## src/hw/pov_pkg.sv

```systemverilog
/*
 * POV display shared definitions
 * Display geometry, pixel format and the opcodes of the host SPI link
 */
package pov_pkg;

    // Display geometry
    // One serial lane per LED driver
    localparam int num_drivers = 4;
    // Pixel lines per column, one row multiplexer output each
    localparam int num_lines = 8;

    // Pixel format, R, G and B with 8 bits each
    localparam int pixel_w = 24;

    // Index widths
    localparam int line_w = $clog2(num_lines);
    localparam int driver_w = $clog2(num_drivers);

    // SPI command opcodes, always the first byte of a frame

    // Frame is driver, line, R, G, B
    localparam logic [7:0] op_write_pixel = 8'h01;

    // One data byte, bit 0 is display_enable
    localparam logic [7:0] op_control = 8'h02;

    // Reply is the 16-bit column counter, MSB first
    localparam logic [7:0] op_read_status = 8'h03;

endpackage

```

## src/hw/driver_controller.sv

```systemverilog
/*
 * LED driver controller
 * On each accepted hall pulse, shifts every line of the column into the
 * drivers, latches it and selects it on the row multiplexer
 */
`timescale 1ns/1ps

module driver_controller (
    input  logic                                                 clk,
    input  logic                                                 reset,
    input  logic                                                 hall,
    input  logic                                                 display_enable,
    input  logic [pov_pkg::num_drivers-1:0][pov_pkg::pixel_w-1:0] rd_data,
    output logic [pov_pkg::line_w-1:0]                           rd_line,
    output logic                                                 drv_sclk,
    output logic                                                 drv_lat,
    output logic                                                 drv_gclk,
    output logic [pov_pkg::num_drivers-1:0]                      drv_sin,
    output logic [pov_pkg::num_lines-1:0]                        mux_out,
    output logic [15:0]                                          col_count
);

    typedef enum logic [1:0] {st_idle, st_read, st_shift, st_latch} state_t;

    state_t                      state;
    logic [2:0]                  hall_sync;
    logic                        hall_rise;
    logic [pov_pkg::line_w-1:0]  line_cnt;
    logic [4:0]                  bit_cnt;
    // Low half then high half of each serial bit
    logic                        phase;

    assign hall_rise = hall_sync[1] & ~hall_sync[2];
    assign rd_line = line_cnt;
    assign drv_sclk = (state == st_shift) && phase;
    assign drv_lat = (state == st_latch);

    // Pixel data is valid from the first shift cycle on
    always_comb begin
        for (int d = 0; d < pov_pkg::num_drivers; d++) begin
            drv_sin[d] = (state == st_shift) ? rd_data[d][bit_cnt] : 1'b0;
        end
    end

    always_ff @(posedge clk) begin
        if (reset) begin
            state <= st_idle;
            hall_sync <= '0;
            line_cnt <= '0;
            bit_cnt <= '0;
            phase <= 1'b0;
            mux_out <= '0;
            col_count <= '0;
            drv_gclk <= 1'b0;
        end else begin
            hall_sync <= {hall_sync[1:0], hall};
            drv_gclk <= display_enable & ~drv_gclk;
            case (state)
                st_idle: begin
                    if (!display_enable) begin
                        mux_out <= '0;
                    end
                    if (hall_rise && display_enable) begin
                        line_cnt <= '0;
                        col_count <= col_count + 1'b1;
                        state <= st_read;
                    end
                end
                st_read: begin
                    bit_cnt <= 5'(pov_pkg::pixel_w - 1);
                    phase <= 1'b0;
                    state <= st_shift;
                end
                st_shift: begin
                    phase <= ~phase;
                    if (phase) begin
                        if (bit_cnt == 5'd0) begin
                            state <= st_latch;
                        end else begin
                            bit_cnt <= bit_cnt - 1'b1;
                        end
                    end
                end
                st_latch: begin
                    mux_out <= '0;
                    mux_out[line_cnt] <= 1'b1;
                    if (int'(line_cnt) == pov_pkg::num_lines - 1) begin
                        state <= st_idle;
                    end else begin
                        line_cnt <= line_cnt + 1'b1;
                        state <= st_read;
                    end
                end
                default: state <= st_idle;
            endcase
        end
    end

    // At most one row selected, and latch never overlaps a shift clock
    assert property (@(posedge clk) disable iff (reset) $onehot0(mux_out));
    assert property (@(posedge clk) disable iff (reset) !(drv_lat && drv_sclk));

endmodule

```

## src/hw/framebuffer.sv

```systemverilog
/*
 * Pixel framebuffer
 * One pixel per driver and line, single write port and a registered
 * read port returning every driver's pixel of one line
 */
`timescale 1ns/1ps

module framebuffer (
    input  logic                                                 clk,
    input  logic                                                 wr_en,
    input  logic [pov_pkg::driver_w-1:0]                         wr_driver,
    input  logic [pov_pkg::line_w-1:0]                           wr_line,
    input  logic [pov_pkg::pixel_w-1:0]                          wr_data,
    input  logic [pov_pkg::line_w-1:0]                           rd_line,
    output logic [pov_pkg::num_drivers-1:0][pov_pkg::pixel_w-1:0] rd_data
);

    logic [pov_pkg::pixel_w-1:0] mem [pov_pkg::num_drivers][pov_pkg::num_lines];

    // Host side write
    always_ff @(posedge clk) begin
        if (wr_en) begin
            mem[wr_driver][wr_line] <= wr_data;
        end
    end

    // Wide read, all lanes of one line at once
    always_ff @(posedge clk) begin
        for (int d = 0; d < pov_pkg::num_drivers; d++) begin
            rd_data[d] <= mem[d][rd_line];
        end
    end

    // Writes must target an existing driver with known indices
    assert property (@(posedge clk)
        wr_en |-> !$isunknown({wr_driver, wr_line}) &&
                  (int'(wr_driver) < pov_pkg::num_drivers));

endmodule

```

## src/hw/pov_display_top.sv

```systemverilog
/*
 * POV display controller top level
 * Host SPI link, command decoder, framebuffer and LED driver sequencer
 */
`timescale 1ns/1ps

module pov_display_top (
    input  logic                           clk,
    input  logic                           reset,
    input  logic                           spi_sclk,
    input  logic                           spi_cs_n,
    input  logic                           spi_mosi,
    output logic                           spi_miso,
    input  logic                           hall,
    output logic                           drv_sclk,
    output logic                           drv_lat,
    output logic                           drv_gclk,
    output logic [pov_pkg::num_drivers-1:0] drv_sin,
    output logic [pov_pkg::num_lines-1:0]   mux_out
);

    // SPI byte link
    logic       rx_valid;
    logic [7:0] rx_byte;
    logic       frame_start;
    logic       frame_end;
    logic       tx_load;
    logic [7:0] tx_byte;

    // Framebuffer write side
    logic                         wr_en;
    logic [pov_pkg::driver_w-1:0] wr_driver;
    logic [pov_pkg::line_w-1:0]   wr_line;
    logic [pov_pkg::pixel_w-1:0]  wr_data;

    // Display side
    logic                                                 display_enable;
    logic [15:0]                                          col_count;
    logic [pov_pkg::line_w-1:0]                           rd_line;
    logic [pov_pkg::num_drivers-1:0][pov_pkg::pixel_w-1:0] rd_data;

    spi_slave spi_slave_i (
        .clk(clk), .reset(reset),
        .spi_sclk(spi_sclk), .spi_cs_n(spi_cs_n), .spi_mosi(spi_mosi), .spi_miso(spi_miso),
        .tx_load(tx_load), .tx_byte(tx_byte),
        .rx_valid(rx_valid), .rx_byte(rx_byte),
        .frame_start(frame_start), .frame_end(frame_end)
    );

    spi_decoder spi_decoder_i (
        .clk(clk), .reset(reset),
        .rx_valid(rx_valid), .rx_byte(rx_byte),
        .frame_start(frame_start), .frame_end(frame_end),
        .col_count(col_count),
        .tx_load(tx_load), .tx_byte(tx_byte),
        .wr_en(wr_en), .wr_driver(wr_driver), .wr_line(wr_line), .wr_data(wr_data),
        .display_enable(display_enable)
    );

    framebuffer framebuffer_i (
        .clk(clk),
        .wr_en(wr_en), .wr_driver(wr_driver), .wr_line(wr_line), .wr_data(wr_data),
        .rd_line(rd_line), .rd_data(rd_data)
    );

    driver_controller driver_controller_i (
        .clk(clk), .reset(reset),
        .hall(hall), .display_enable(display_enable),
        .rd_data(rd_data), .rd_line(rd_line),
        .drv_sclk(drv_sclk), .drv_lat(drv_lat), .drv_gclk(drv_gclk), .drv_sin(drv_sin),
        .mux_out(mux_out), .col_count(col_count)
    );

endmodule

```

## src/hw/spi_decoder.sv

```systemverilog
/*
 * SPI command decoder
 * Turns received frames into pixel writes, display control updates
 * and column counter replies
 */
`timescale 1ns/1ps

module spi_decoder (
    input  logic                          clk,
    input  logic                          reset,
    input  logic                          rx_valid,
    input  logic [7:0]                    rx_byte,
    input  logic                          frame_start,
    input  logic                          frame_end,
    input  logic [15:0]                   col_count,
    output logic                          tx_load,
    output logic [7:0]                    tx_byte,
    output logic                          wr_en,
    output logic [pov_pkg::driver_w-1:0]  wr_driver,
    output logic [pov_pkg::line_w-1:0]    wr_line,
    output logic [pov_pkg::pixel_w-1:0]   wr_data,
    output logic                          display_enable
);

    logic [2:0]  byte_idx;
    logic [7:0]  opcode;
    logic [7:0]  cur_op;
    logic [7:0]  pix_r;
    logic [7:0]  pix_g;
    logic [15:0] status_cap;

    // The opcode byte itself is decoded before it is latched
    assign cur_op = (byte_idx == 3'd0) ? rx_byte : opcode;

    always_ff @(posedge clk) begin
        if (reset) begin
            byte_idx <= '0;
            opcode <= '0;
            tx_load <= 1'b0;
            wr_en <= 1'b0;
            display_enable <= 1'b0;
        end else begin
            tx_load <= 1'b0;
            wr_en <= 1'b0;
            if (frame_start) begin
                byte_idx <= '0;
            end else if (frame_end) begin
                // Drop whatever part of the frame was collected
                byte_idx <= '0;
                opcode <= '0;
            end else if (rx_valid) begin
                if (byte_idx != 3'd7) begin
                    byte_idx <= byte_idx + 1'b1;
                end
                if (byte_idx == 3'd0) begin
                    opcode <= rx_byte;
                end
                case (cur_op)
                    pov_pkg::op_write_pixel: begin
                        case (byte_idx)
                            3'd1: wr_driver <= rx_byte[pov_pkg::driver_w-1:0];
                            3'd2: wr_line <= rx_byte[pov_pkg::line_w-1:0];
                            3'd3: pix_r <= rx_byte;
                            3'd4: pix_g <= rx_byte;
                            3'd5: begin
                                wr_data <= {pix_r, pix_g, rx_byte};
                                wr_en <= 1'b1;
                            end
                            default: ;
                        endcase
                    end
                    pov_pkg::op_control: begin
                        if (byte_idx == 3'd1) begin
                            display_enable <= rx_byte[0];
                        end
                    end
                    pov_pkg::op_read_status: begin
                        // Snapshot the counter so both reply bytes match
                        if (byte_idx == 3'd0) begin
                            status_cap <= col_count;
                            tx_byte <= col_count[15:8];
                            tx_load <= 1'b1;
                        end else if (byte_idx == 3'd1) begin
                            tx_byte <= status_cap[7:0];
                            tx_load <= 1'b1;
                        end
                    end
                    default: ;
                endcase
            end
        end
    end

endmodule

```

## src/hw/spi_slave.sv

```systemverilog
/*
 * SPI slave, mode 0, MSB first
 * Brings sclk, cs_n and mosi into the clk domain, assembles received
 * bytes and shifts reply bytes out on miso
 */
`timescale 1ns/1ps

module spi_slave (
    input  logic       clk,
    input  logic       reset,
    input  logic       spi_sclk,
    input  logic       spi_cs_n,
    input  logic       spi_mosi,
    input  logic       tx_load,
    input  logic [7:0] tx_byte,
    output logic       spi_miso,
    output logic       rx_valid,
    output logic [7:0] rx_byte,
    output logic       frame_start,
    output logic       frame_end
);

    // Bits 0 and 1 synchronise, bit 2 holds the previous value
    logic [2:0] sclk_sync;
    logic [2:0] cs_sync;
    logic [1:0] mosi_sync;
    logic       sclk_rise;
    logic       sclk_fall;
    logic       cs_active;
    logic [2:0] bit_cnt;
    logic [6:0] rx_shift;
    logic [7:0] tx_shift;
    logic [7:0] tx_next;

    assign sclk_rise = sclk_sync[1] & ~sclk_sync[2];
    assign sclk_fall = ~sclk_sync[1] & sclk_sync[2];
    assign cs_active = ~cs_sync[1];
    assign spi_miso = tx_shift[7];

    always_ff @(posedge clk) begin
        if (reset) begin
            sclk_sync <= '0;
            cs_sync <= '1;
            mosi_sync <= '0;
            bit_cnt <= '0;
            rx_valid <= 1'b0;
            frame_start <= 1'b0;
            frame_end <= 1'b0;
            tx_shift <= '0;
            tx_next <= '0;
        end else begin
            sclk_sync <= {sclk_sync[1:0], spi_sclk};
            cs_sync <= {cs_sync[1:0], spi_cs_n};
            mosi_sync <= {mosi_sync[0], spi_mosi};
            rx_valid <= 1'b0;
            frame_start <= cs_sync[2] & ~cs_sync[1];
            frame_end <= ~cs_sync[2] & cs_sync[1];
            if (!cs_active) begin
                bit_cnt <= '0;
                tx_shift <= '0;
                tx_next <= '0;
            end else if (sclk_rise) begin
                bit_cnt <= bit_cnt + 1'b1;
                rx_shift <= {rx_shift[5:0], mosi_sync[1]};
                if (bit_cnt == 3'd7) begin
                    rx_byte <= {rx_shift, mosi_sync[1]};
                    rx_valid <= 1'b1;
                end
            end else if (sclk_fall) begin
                // At a byte boundary the pending reply goes out next
                if (bit_cnt == 3'd0) begin
                    tx_shift <= tx_next;
                    tx_next <= '0;
                end else begin
                    tx_shift <= {tx_shift[6:0], 1'b0};
                end
            end
            if (tx_load) begin
                tx_next <= tx_byte;
            end
        end
    end

    // Received bytes only come from inside a frame
    assert property (@(posedge clk) disable iff (reset) rx_valid |-> cs_active);

endmodule

```

## config.mk

```make
export PLATFORM = sky130hd
export DESIGN_NAME = pov_display_top
export DESIGN_NICKNAME = d
export VERILOG_FILES = /design/src/hw/pov_pkg.sv /design/src/hw/driver_controller.sv /design/src/hw/framebuffer.sv /design/src/hw/pov_display_top.sv /design/src/hw/spi_decoder.sv /design/src/hw/spi_slave.sv
export SDC_FILE = /design/constraint.sdc
export NUM_CORES = 1
export LEC_CHECK = 0
export ABC_AREA = 1
export BUFFER_PORTS_ARGS = -buffer_cell sky130_fd_sc_hd__buf_2
export CAP_MARGIN = 10
export CORE_UTILIZATION = 35
export DETAILED_ROUTE_END_ITERATION = 6
export PLACE_DENSITY_LB_ADDON = 0.15
export SYNTH_ARGS = -nofsm -noshare
export SYNTH_HDL_FRONTEND = slang
export SYNTH_SLANG_ARGS = --single-unit
```

## constraint.sdc

```tcl
create_clock -name clk -period 6.6 [get_ports clk]
set_input_delay 0.66 -clock clk [delete_from_list [all_inputs] [get_ports clk]]
set_output_delay 0.66 -clock clk [all_outputs]
set_load 0.005 [all_outputs]
```

==> reports/results.ini <==
[global_route]
grt_usage_pct = 18.15
grt_max_degree = 165
grt_pass1_vias = 23200
antenna_found_initial = 3
grt_first_pass_wirelength_um = 151100
grt-ovfl-total = 0

[worst_setup_path]
worstReg2RegEnd = driver_controller_i.bit_cnt[3]$_SDFFE_PP0P_
startpoint = driver_controller_i.bit_cnt[1]$_SDFFE_PP0P_
cp-endpoint = drv_sin[3]
crit_family = buffers and inverters
worstReg2RegStart = driver_controller_i.bit_cnt[1]$_SDFFE_PP0P_
crit_buf_inv = 3
endpoint_kind = output port
crit_path_cell_trace = clkinv_1 -> nand3_1 -> nand2_1 -> nand2_1 -> nand2_1 -> inv_1 -> nand2_1 -> nand2_1 -> a21oi_1 -> buf_2
cp.depth = 10
cpMostUsedCell = nand2_1
critical_path.startpoint_type = register
worstPathRequired_ps = 5940
critPathArrivalTime_ps = 3500
worst-r2r-setup-slack_ps = 3450
reg2regPathDepth = 8
crit_path_top_delay_cell = clkinv_1
critPathMaxStageDelay_ps = 920
path_class = register to output port
cp_max_fo = 33

[detailed_routing]
drt_iter0_markers = 1875
via_count = 23280
drc = 0
wl_per_cell_um = 21.73
routed_wl_um = 101000
drt_pass1_iterations = 5
ant_nets = 1
via_per_inst = 5.012

[sta]
fin_crit_ps = 4157
final.setup.tns_ps = 0
worst_pin_slew_ps = 1268
finalSetupViolations = 0
relSlewSlack_pct = 15.50
hold_ws_ps = 174.4
setup_ws_ps = 2443
slew_violations = 0
fmax_mhz = 240.6
period_share_pct = 62.99
skew_ps = 40.92
hold_viol_final = 0
grt_setup_unrepaired = false

[finish]
final_cell_mix = 844 x edfxtp_1, 757 x nor2_1, 367 x o21ai_0
drive_gt1_share_pct = 9.243
area_growth_syn_to_layout_pct = 13.85
fillers = 10180
mostFrequentLayoutCell = edfxtp_1
utilization_pct = 40.18
fin_cells = 4646
final_cell_area_mm2 = 0.04368
nets = 3150

[clock_network]
path_clk_slew_ps = 50
cts_setup_buffers = 0
clk_path_buf_depth = 3
clk_latency_ps = 690
cts.sinks = 1023
cts_tree = yes
root_buffer = clkbuf_16
cts_resized = 0
cts_buffers = 109
h-tree-depth = 3
cts.hold.buffers_added = 0

[die]
dieArea_mm2 = 0.1109
row_count = 121
die_y_um = 333.1
start_util_pct = 35.29
die_w_um = 333.1
ios = 22
core_mm2 = 0.1087

[logic_synthesis]
postSynth.asyncResetShare_pct = 0
syn_area_per_cell_um2 = 12.43
synthCells = 3086
synth-xor-area-share_pct = 0.04566
ys_seq_elements = 1023
ys.flop_type = edfxtp_1
syn_area_mm2 = 0.03836
synth_top_family_by_area = simple AND/OR/NAND/NOR gates
ys_seq_area_share_pct = 75.41
synth_fp_nets = 3108
ys_warn_count = 0
synth.distinct_cells = 34
yosys-mux-area-fraction_pct = 0
synthAdderAreaFrac_pct = 0.5218
synth_edf_count = 844
synth_compound_area_share_pct = 8.992
synthSimpleGateAreaFrac_pct = 11.55

[place]
pre_cts_ws_ps = 3180
portBuffers = 21
place_inst = 4429
hpwlAfterDp_um = 53600
place_area_mm2 = 0.04009
gp_congestion = 0.8130

[flow_run]
cap_violations = 0

[power_and_ir_drop]
p_per_area_mw_per_mm2 = 313.8
vdd.ir_drop.worst_v = 0.0002100
p_leak_nw = 15.01
power_mw = 13.70

[min_path]
hold_class = input port to register

[run_status]
violations = antenna violations
status = finished, violations left

==> cells by family (layout without fill, tap and decap cells) <==
group,after synthesis,in the layout
compound gates,607,607
buf+inv,309,447
other cells,0,8
flops,1023,1023
fa+ha+maj,16,16
xor+xnor,2,2
simple gates,1129,1129
==> metal layers <==
metal | vias up | share of wire, % | global-route usage [%]
met3 | 120 | 4.1 | 2.332
met2 | 535 | 48 | 30.28
met1 | 11640 | 46 | 24.90
met5 | - | 0 | 0
met4 | 0 | 2.0 | 4.902
li1 | 10990 | - | -
==> synth_stat cells (3+ instances only) <==
cell type | n | area, µm²
a211oi_1 | 3 | 22.52
a21oi_1 | 41 | 205.2
buf_1 | 12 | 45.04
buf_2 | 58 | 290.3
buf_4 | 16 | 120.1
buf_6 | 6 | 67.56
clkbuf_1 | 65 | 244.0
dfxtp_1 | 179 | 3583
edfxtp_1 | 844 | 25340
ha_1 | 16 | 200.2
inv_1 | 139 | 521.8
inv_2 | 10 | 37.54
nand2_1 | 225 | 844.6
nand3_1 | 75 | 375.4
nand4_1 | 14 | 87.58
nor2_1 | 790 | 2965
nor2_2 | 3 | 18.77
nor3_1 | 15 | 75.07
o2111ai_1 | 95 | 832.1
o211ai_1 | 15 | 112.6
o21ai_0 | 367 | 1837
o21ai_1 | 81 | 405.4
==> sequential cells by signal, summed over array words and instances, names as in the netlist, 5 cells and up <==
signal and count:
driver_controller_i.bit_cnt 5, driver_controller_i.col_count 16, driver_controller_i.mux_out 8, framebuffer_i.mem 768, framebuffer_i.rd_data 96, spi_decoder_i.opcode 8
spi_decoder_i.pix_g 8, spi_decoder_i.pix_r 8, spi_decoder_i.status_cap 8, spi_decoder_i.tx_byte 8, spi_decoder_i.wr_data 24, spi_slave_i.rx_byte 8
spi_slave_i.rx_shift 7, spi_slave_i.tx_next 8, spi_slave_i.tx_shift 8
==> how the worst min path moves through the flow <==
stage / from / to / depth (start not counted)
global placement: spi_slave_i.sclk_sync[0]$_SDFF_PP0_ / spi_slave_i.sclk_sync[1]$_SDFF_PP0_ / 2
CTS: spi_cs_n / spi_slave_i.cs_sync[0]$_SDFF_PP1_ / 2
finish: spi_cs_n / spi_slave_i.cs_sync[0]$_SDFF_PP1_ / 2
floorplan: driver_controller_i.hall_sync[0]$_SDFF_PP0_ / driver_controller_i.hall_sync[1]$_SDFF_PP0_ / 2
detailed placement: spi_slave_i.sclk_sync[0]$_SDFF_PP0_ / spi_slave_i.sclk_sync[1]$_SDFF_PP0_ / 2
global route: spi_cs_n / spi_slave_i.cs_sync[0]$_SDFF_PP1_ / 2
==> worst register-to-register path, cell delays in order (launching register included) <==
cell	delay, ps
dfxtp_2	830
clkinv_1	930
ha_1	570
nand4_1	130
nand2_1	130
inv_1	120
nand4_1	100
o21ai_0	200
nor2_1	50
==> power by group <==
group	internal, mW	leakage [nW]	switching (mW)	total, mW
registers	6.93	9.06	0.0850	7.02
clock network	3.48	1.71	2.48	5.96
logic	0.217	4.25	0.505	0.722
==> final cells by class <==
type	count	area, µm²	area share, %
repair buffers	89	668.1	1.530
inverters	151	581.8	1.332
multi-input cells	1754	8197	18.77
clock buffers	150	3035	6.950
clock inverters	57	471.7	1.080
well taps	1414	1769	4.051
diodes	8	20.02	0.04583
flip-flops and latches	1023	28930	66.25
Power figures use the tool's default switching activity.
